<file path="config.mk">
export PLATFORM = sky130hd
export DESIGN_NAME = tx_core
export DESIGN_NICKNAME = d
export VERILOG_FILES = /design/src/hw/tx_status_pkg.sv /design/src/hw/tx_stream_pkg.sv /design/src/hw/tx_core.sv /design/src/hw/tx_control.sv /design/src/hw/dsp_strobe_gen.sv /design/src/hw/vita_timekeeper.sv /design/src/hw/setting_reg.sv
export VERILOG_INCLUDE_DIRS = /design/src /design/src/hw
export SDC_FILE = /design/constraint.sdc
export NUM_CORES = 1
export LEC_CHECK = 0
export BUFFER_PORTS_ARGS = -buffer_cell sky130_fd_sc_hd__clkbuf_2
export CELL_PAD_IN_SITES_DETAIL_PLACEMENT = 1
export CELL_PAD_IN_SITES_GLOBAL_PLACEMENT = 1
export CORE_MARGIN = 5
export CORE_UTILIZATION = 35
export DETAILED_ROUTE_END_ITERATION = 10
export PLACE_DENSITY = 0.83
export SLEW_MARGIN = 20
export SYNTH_ARGS = -nofsm -noshare
export SYNTH_HDL_FRONTEND = slang
export SYNTH_HIERARCHICAL = 1
export SYNTH_SLANG_ARGS = --single-unit
</file>
<file path="constraint.sdc">
create_clock -name clk -period 3.9 [get_ports clk]
set_input_delay 0.195 -clock clk [delete_from_list [all_inputs] [get_ports clk]]
set_output_delay 0.195 -clock clk [all_outputs]
set_load 0.02 [all_outputs]
</file>
<file path="src/hw/tx_defs.svh">
// ******************************
// Transmit subsystem settings map
// and field widths.
// ******************************
`ifndef TX_DEFS_SVH
`define TX_DEFS_SVH

// Settings bus addresses.
`define SR_ERROR_POLICY 0
`define SR_INTERP       1
`define SR_TIME_LO      2
`define SR_TIME_HI      3

`define SR_ADDR_W 8     // Settings address width.
`define SR_DATA_W 32    // Settings data width.

`define INTERP_W 8      // Interpolation rate field.

`endif
</file>
<file path="src/hw/tx_status_pkg.sv">
// ******************************
// Transmit controller states and
// error report encoding.
// ******************************
package tx_status_pkg;

   typedef enum logic [1:0]
   {
      st_idle   = 2'd0,
      st_sample = 2'd1,
      st_error  = 2'd2,
      st_wait   = 2'd3
   } tx_state_t;

   typedef logic [63:0] error_code_t;   // Class in 63:32, detail in 31:0.
   typedef logic [31:0] error_class_t;

   // Error classes.
   localparam error_class_t code_eob_ack            = 32'd1;
   localparam error_class_t code_underrun           = 32'd2;
   localparam error_class_t code_seq_error          = 32'd4;
   localparam error_class_t code_time_error         = 32'd8;
   localparam error_class_t code_seq_error_midburst = 32'd32;

endpackage

</file>
<file path="src/hw/tx_stream_pkg.sv">
// ******************************
// Sample stream types and sideband
// field positions.
// ******************************
package tx_stream_pkg;

   typedef logic [31:0]  sample_t;      // One I/Q sample word.
   typedef logic [127:0] tuser_t;       // Sideband word.
   typedef logic [11:0]  seqnum_t;      // Packet sequence number.
   typedef logic [63:0]  vita_time_t;   // Radio time in ticks.

   // ******************************
   // Sideband layout
   // ******************************
   localparam int time_lsb    = 0;      // Send time, 63:0.
   localparam int seq_lsb     = 112;    // Sequence number, 123:112.
   localparam int eob_bit     = 124;    // End of burst.
   localparam int send_at_bit = 125;    // Timed send.

endpackage

</file>
<file path="src/hw/tx_core.sv">
// ******************************
// Transmit subsystem top. Settings,
// time base, strobe and controller.
// ******************************
`include "tx_defs.svh"

module tx_core
(
   input  logic                       clk,
   input  logic                       reset,
   input  logic                       clear,
   input  logic                       set_stb,
   input  logic [`SR_ADDR_W-1:0]      set_addr,
   input  logic [`SR_DATA_W-1:0]      set_data,
   input  tx_stream_pkg::sample_t     tx_tdata,
   input  tx_stream_pkg::tuser_t      tx_tuser,
   input  logic                       tx_tlast,
   input  logic                       tx_tvalid,
   output logic                       tx_tready,
   output logic                       run,
   output tx_stream_pkg::sample_t     sample,
   output logic                       error,
   output tx_status_pkg::error_code_t error_code,
   output tx_stream_pkg::seqnum_t     seqnum
);

   import tx_stream_pkg::*;

   logic [`INTERP_W-1:0]  interp_rate;
   logic [`SR_DATA_W-1:0] time_lo;
   logic [`SR_DATA_W-1:0] time_hi;
   logic                  time_load;
   vita_time_t            load_time;
   vita_time_t            vita_time;
   vita_time_t            send_time;
   logic                  now;
   logic                  late;
   logic                  strobe;

   assign load_time = {time_hi, time_lo};

   // ******************************
   // Settings registers
   // ******************************
   setting_reg #(.my_addr(`SR_INTERP), .width(`INTERP_W)) sr_interp
   (
      .clk(clk), .reset(reset), .strobe(set_stb), .addr(set_addr),
      .in(set_data), .out(interp_rate), .changed()
   );

   setting_reg #(.my_addr(`SR_TIME_LO), .width(`SR_DATA_W)) sr_time_lo
   (
      .clk(clk), .reset(reset), .strobe(set_stb), .addr(set_addr),
      .in(set_data), .out(time_lo), .changed()
   );

   // High word write triggers the load.
   setting_reg #(.my_addr(`SR_TIME_HI), .width(`SR_DATA_W)) sr_time_hi
   (
      .clk(clk), .reset(reset), .strobe(set_stb), .addr(set_addr),
      .in(set_data), .out(time_hi), .changed(time_load)
   );

   // ******************************
   // Time base and sample strobe
   // ******************************
   vita_timekeeper timekeeper
   (
      .clk(clk), .reset(reset), .load(time_load), .load_time(load_time),
      .send_time(send_time), .vita_time(vita_time), .now(now), .late(late)
   );

   dsp_strobe_gen strobe_gen
   (
      .clk(clk), .reset(reset), .run(run), .rate(interp_rate), .strobe(strobe)
   );

   tx_control control
   (
      .clk(clk), .reset(reset), .clear(clear),
      .set_stb(set_stb), .set_addr(set_addr), .set_data(set_data),
      .vita_time(vita_time), .now(now), .late(late), .send_time(send_time),
      .tx_tdata(tx_tdata), .tx_tuser(tx_tuser), .tx_tlast(tx_tlast),
      .tx_tvalid(tx_tvalid), .tx_tready(tx_tready),
      .error(error), .seqnum(seqnum), .error_code(error_code),
      .run(run), .sample(sample), .strobe(strobe)
   );

endmodule

</file>
<file path="src/hw/tx_control.sv">
// ******************************
// Transmit burst controller with
// sequence checks and error policy.
// ******************************
`include "tx_defs.svh"

module tx_control
(
   input  logic                       clk,
   input  logic                       reset,
   input  logic                       clear,
   input  logic                       set_stb,
   input  logic [`SR_ADDR_W-1:0]      set_addr,
   input  logic [`SR_DATA_W-1:0]      set_data,
   input  tx_stream_pkg::vita_time_t  vita_time,
   input  logic                       now,
   input  logic                       late,
   output tx_stream_pkg::vita_time_t  send_time,
   input  tx_stream_pkg::sample_t     tx_tdata,
   input  tx_stream_pkg::tuser_t      tx_tuser,
   input  logic                       tx_tlast,
   input  logic                       tx_tvalid,
   output logic                       tx_tready,
   output logic                       error,
   output tx_stream_pkg::seqnum_t     seqnum,
   output tx_status_pkg::error_code_t error_code,
   output logic                       run,
   output tx_stream_pkg::sample_t     sample,
   input  logic                       strobe
);

   import tx_stream_pkg::*;
   import tx_status_pkg::*;

   tx_state_t   state;
   seqnum_t     expected_seqnum;
   logic        eob;
   logic        send_at;
   logic        seq_ok;
   logic        policy_wait;
   logic        policy_next_packet;
   logic        policy_next_burst;
   logic        clear_seqnum;
   logic [31:0] seq_only;
   logic [31:0] seq_pair;

   // ******************************
   // Sideband fields
   // ******************************
   assign seqnum  = tx_tuser[seq_lsb +: $bits(seqnum_t)];
   assign eob     = tx_tuser[eob_bit];
   assign send_at = tx_tuser[send_at_bit];

   // Untimed packets track the counter, so the compare stays quiet.
   assign send_time = send_at ? tx_tuser[time_lsb +: $bits(vita_time_t)] : vita_time;

   assign seq_ok   = (seqnum == expected_seqnum);
   assign seq_only = {20'd0, seqnum};
   assign seq_pair = {4'd0, expected_seqnum, 4'd0, seqnum};

   // Policy bits: next burst, next packet, wait.
   setting_reg
   #(
      .my_addr  (`SR_ERROR_POLICY),
      .width    (3),
      .at_reset (3'b000)
   )
   sr_error_policy
   (
      .clk     (clk),
      .reset   (reset),
      .strobe  (set_stb),
      .addr    (set_addr),
      .in      (set_data),
      .out     ({policy_next_burst, policy_next_packet, policy_wait}),
      .changed (clear_seqnum)
   );

   // ******************************
   // Expected sequence number
   // ******************************
   always_ff @(posedge clk)
   begin
      if (reset || clear || clear_seqnum)
         expected_seqnum <= '0;
      else if (tx_tvalid && tx_tready && tx_tlast)
         expected_seqnum <= seqnum + 1'b1;   // Next packet follows this one.
   end

   // ******************************
   // Burst FSM
   // ******************************
   always_ff @(posedge clk)
   begin
      if (reset || clear)
      begin
         state      <= st_idle;
         error      <= 1'b0;
         error_code <= '0;
      end
      else
      begin
         error <= 1'b0;
         case (state)
            st_idle:
               if (tx_tvalid)
               begin
                  if (!seq_ok)
                  begin
                     state      <= st_error;
                     error      <= 1'b1;
                     error_code <= {code_seq_error, seq_pair};
                  end
                  else if (!send_at || now)
                     state <= st_sample;            // Burst starts.
                  else if (late)
                  begin
                     state      <= st_error;
                     error      <= 1'b1;
                     error_code <= {code_time_error, seq_only};
                  end
               end

            st_sample:
               if (strobe)
               begin
                  if (!tx_tvalid)
                  begin
                     state      <= st_error;
                     error      <= 1'b1;
                     error_code <= {code_underrun, seq_only};
                  end
                  else if (!seq_ok)
                  begin
                     state      <= st_error;
                     error      <= 1'b1;
                     error_code <= {code_seq_error_midburst, seq_pair};
                  end
                  else if (tx_tlast && eob)
                  begin
                     state      <= st_idle;
                     error      <= 1'b1;
                     error_code <= {code_eob_ack, seq_only};
                  end
               end

            st_error:
               if (tx_tvalid && tx_tlast)           // Drop up to end of packet.
               begin
                  if (policy_next_packet || (policy_next_burst && eob))
                     state <= st_idle;
                  else if (policy_wait)
                     state <= st_wait;
               end

            st_wait:
               state <= st_wait;                    // Held until clear.

            default:
               state <= st_idle;
         endcase
      end
   end

   // ******************************
   // Outputs to the DSP core
   // ******************************
   assign run       = (state == st_sample);
   assign tx_tready = (state == st_error) || (run && strobe);
   assign sample    = tx_tdata;

endmodule

</file>
<file path="src/hw/dsp_strobe_gen.sv">
// ******************************
// Sample strobe at the programmed
// interpolation rate.
// ******************************
`include "tx_defs.svh"

module dsp_strobe_gen
(
   input  logic                 clk,
   input  logic                 reset,
   input  logic                 run,
   input  logic [`INTERP_W-1:0] rate,
   output logic                 strobe
);

   logic [`INTERP_W-1:0] count;
   logic [`INTERP_W-1:0] count_next;

   // Reload on zero, else count down.
   assign count_next = (count == '0) ? rate : count - 1'b1;

   always_ff @(posedge clk)
   begin
      if (reset || !run)
      begin
         count  <= '0;                    // Parked until the burst starts.
         strobe <= 1'b0;
      end
      else
      begin
         count  <= count_next;
         strobe <= (count_next == '0);
      end
   end

endmodule

</file>
<file path="src/hw/vita_timekeeper.sv">
// ******************************
// Radio time base. Counts every
// cycle and compares to send time.
// ******************************
module vita_timekeeper
(
   input  logic                      clk,
   input  logic                      reset,
   input  logic                      load,
   input  tx_stream_pkg::vita_time_t load_time,
   input  tx_stream_pkg::vita_time_t send_time,
   output tx_stream_pkg::vita_time_t vita_time,
   output logic                      now,
   output logic                      late
);

   // ******************************
   // Time counter
   // ******************************
   always_ff @(posedge clk)
   begin
      if (reset)
         vita_time <= '0;
      else if (load)
         vita_time <= load_time;          // Counts on from the loaded value.
      else
         vita_time <= vita_time + 64'd1;
   end

   // ******************************
   // Send time compare
   // ******************************
   assign now  = (vita_time == send_time);
   assign late = (vita_time > send_time);   // Send time already passed.

endmodule

</file>
<file path="src/hw/setting_reg.sv">
// ******************************
// Settings bus register. Captures
// a field written to its address.
// ******************************
`include "tx_defs.svh"

module setting_reg
#(
   parameter int               my_addr  = 0,
   parameter int               width    = 32,
   parameter logic [width-1:0] at_reset = '0
)
(
   input  logic                  clk,
   input  logic                  reset,
   input  logic                  strobe,
   input  logic [`SR_ADDR_W-1:0] addr,
   input  logic [`SR_DATA_W-1:0] in,
   output logic [width-1:0]      out,
   output logic                  changed
);

   logic hit;

   assign hit = strobe && (addr == `SR_ADDR_W'(my_addr));

   always_ff @(posedge clk)
   begin
      if (reset)
      begin
         out     <= at_reset;
         changed <= 1'b0;
      end
      else
      begin
         changed <= hit;                  // One pulse per write.
         if (hit)
            out <= in[width-1:0];
      end
   end

endmodule

</file>
==> results.py <==
metrics = {
    "cells_and_area": {
        "final_core_util_pct": 39.4,
        "final_common_cell": "dfxtp_1",
        "fin_cells": 2034,
        "drive_above_1_share_pct": 19.8,
        "final_cell_mix": "dfxtp_1, clkbuf_2, nand2b_1, mux2i_1, nand2_1",
        "fin_nets": 1831,
        "syn2layout_area_growth_pct": 10.9,
        "fillers": 4265,
    },
    "global_routing": {
        "grt_use_total_pct": 18.1,
        "first_global_vias": 11200,
        "grt_pass1_wl_um": 60100,
        "overflow": 0,
        "antenna_found_initial": 3,
        "grt_start_max_net_pins": 117,
    },
    "critical_path": {
        "critical_path_class": "register to register",
        "worstPathArrival_ns": 4.03,
        "end_kind": "register",
        "critPathMaxStageDelay_ns": 0.49,
        "cp_cell_sequence": "mux2_2 > inv_1 > ha_1 > nand4_1 > nor4_1 > buf_4 > nand3_1 > buf_4 > nor2_1 > a221oi_1 > and3_1 > nor2_1 > and2_1 > o22ai_1 > a21o_4 > buf_12 > a31o_1",
        "cp_top_family": "simple AND/OR/NAND/NOR gates",
        "critical_path_buf_inv_count": 4,
        "cp.required_ns": 4.23,
        "critPathMaxFanout": 16,
        "slowest_stage": "dfxtp_1",
        "start_kind": "register",
    },
    "sta": {
        "fin_setup_tns_ns": 0,
        "max_freq_mhz": 270,
        "slew_headroom_pct": 34.7,
        "period_share_pct": 94.8,
        "min_period_ns": 3.70,
        "worst_pin_slew_ns": 0.971,
        "rsz0062_at_grt": "false",
        "hold_violations": 0,
        "setup_viol": 0,
        "skew_ns": 0.0193,
        "slew_viol_final": 0,
    },
    "placed_design": {
        "placed_cells": 1999,
        "place_congestion": 0.840,
        "hpwl_um": 28400,
        "portBuffers": 167,
    },
    "floorplan": {
        "row_count": 69,
        "placeableCoreArea_sq_mm": 0.0357,
        "start_util_pct": 35.6,
        "dieArea_sq_mm": 0.0402,
        "io_pins": 317,
        "die_h_um": 200,
        "die_x_um": 200,
    },
    "route": {
        "via_per_inst": 5.20,
        "drt_iter0_drc": 490,
        "drt_wl_total_um": 37700,
        "drt-wirelength-per-cell_um": 18.5,
        "antenna_left": 0,
        "drtPass1Iterations": 5,
        "num_vias": 10600,
        "drc_errors": 0,
    },
    "power": {
        "vdd_drop_max_mv": 0.234,
        "p_per_area_mw_per_mm2": 305,
        "leakage_uw": 0.00569,
    },
    "clock_network": {
        "clkLatencyLatePin_ns": 0.44,
        "htreeDepth": 4,
        "numCtsBuffers": 17,
        "cts_tree": "done",
        "clk_path_buf_depth": 2,
        "clk_pin_slew_ns": 0.07,
        "cts.sinks": 194,
        "clock_tree.root_cell": "clkbuf_16",
        "post_cts_buffers": 0,
    },
    "synthesis": {
        "syn_area_per_cell_sq_um": 8.63,
        "yosysWarnings": 6,
        "synth_cells": 1470,
        "netlist_area_sq_mm": 0.0127,
    },
    "run": {
        "drv_cap": 0,
    },
    "min_path": {
        "hold_class": "input pin to register",
    },
    "status": {
        "outcome": "finished, final reports clean",
    },
}
## tightest hold or removal path: stages
cell and delay [ns]:
clkbuf_2 0.09, nand2b_1 0.06, mux2i_1 0.06
## final timing paths
check                            from                      end  slack [ns]  depth (start not counted)
min                      set_data[21]       sr_time_lo/out[21]        0.02                          3
min reg2reg         sr_time_lo/out[2]  timekeeper/vita_time[2]        0.47                          2
max          timekeeper/vita_time[44]   control/error_code[25]        0.20                         17
max reg2reg  timekeeper/vita_time[44]   control/error_code[25]        0.20                         17
## cell type report
cell class | instances | area, sq um | area share (%)
clock inverter | 13 | 135 | 0.961
timing repair buffer | 187 | 1040 | 7.38
multi-input combinational | 1078 | 7670 | 54.6
sequential | 194 | 3880 | 27.6
antenna | 3 | 7.51 | 0.0534
clock buffer | 19 | 453 | 3.22
inverter | 79 | 297 | 2.11
tap | 461 | 577 | 4.10
## where the power goes
part / total (uW) / switching [uW] / internal [uW]
Combinational: 495 / 289 / 206
Sequential: 2000 / 11.3 / 1990
Clock: 1800 / 856 / 941
Total: 4290 / 1160 / 3140
## layer usage
layer / global-route usage [%] / up-vias / share of wire [%]
li1: - / 5143 / -
met1: 21.3 / 5162 / 42
met2: 33.2 / 232 / 52
met3: 3.65 / 36 / 4.3
met4: 5.53 / 0 / 2.0
met5: 0 / - / 0
## through the flow
stage                     hold WS (ns)  setup slack, ns  total power (uW)  instance area [sq um]
after global placement           0.390         -0.00528              2520                  13500
after CTS                     0.000229            0.117              4340                  14000
after global routing           0.00948           0.0245              4480                  14100
final                           0.0150            0.202              4290                  14100
after detailed placement         0.390          -0.0761              2540                  13500
after floorplan                  0.267            0.427              2440                  12800
## sequential cells by signal (all words and copies together) (netlist names), 3 cells and up
name	cells
control/sr_error_policy/out	3
strobe_gen/count	8
sr_interp/out	8
control/expected_seqnum	12
sr_time_hi/out	32
timekeeper/vita_time	64
control/error_code	29
sr_time_lo/out	32
## timing repair
item,in CTS,in global routing
gates resized for setup,0,2
hold buffers,0,0
endpoints found under the setup margin,0,3
Note: power is estimated with default switching activity, not from simulation.
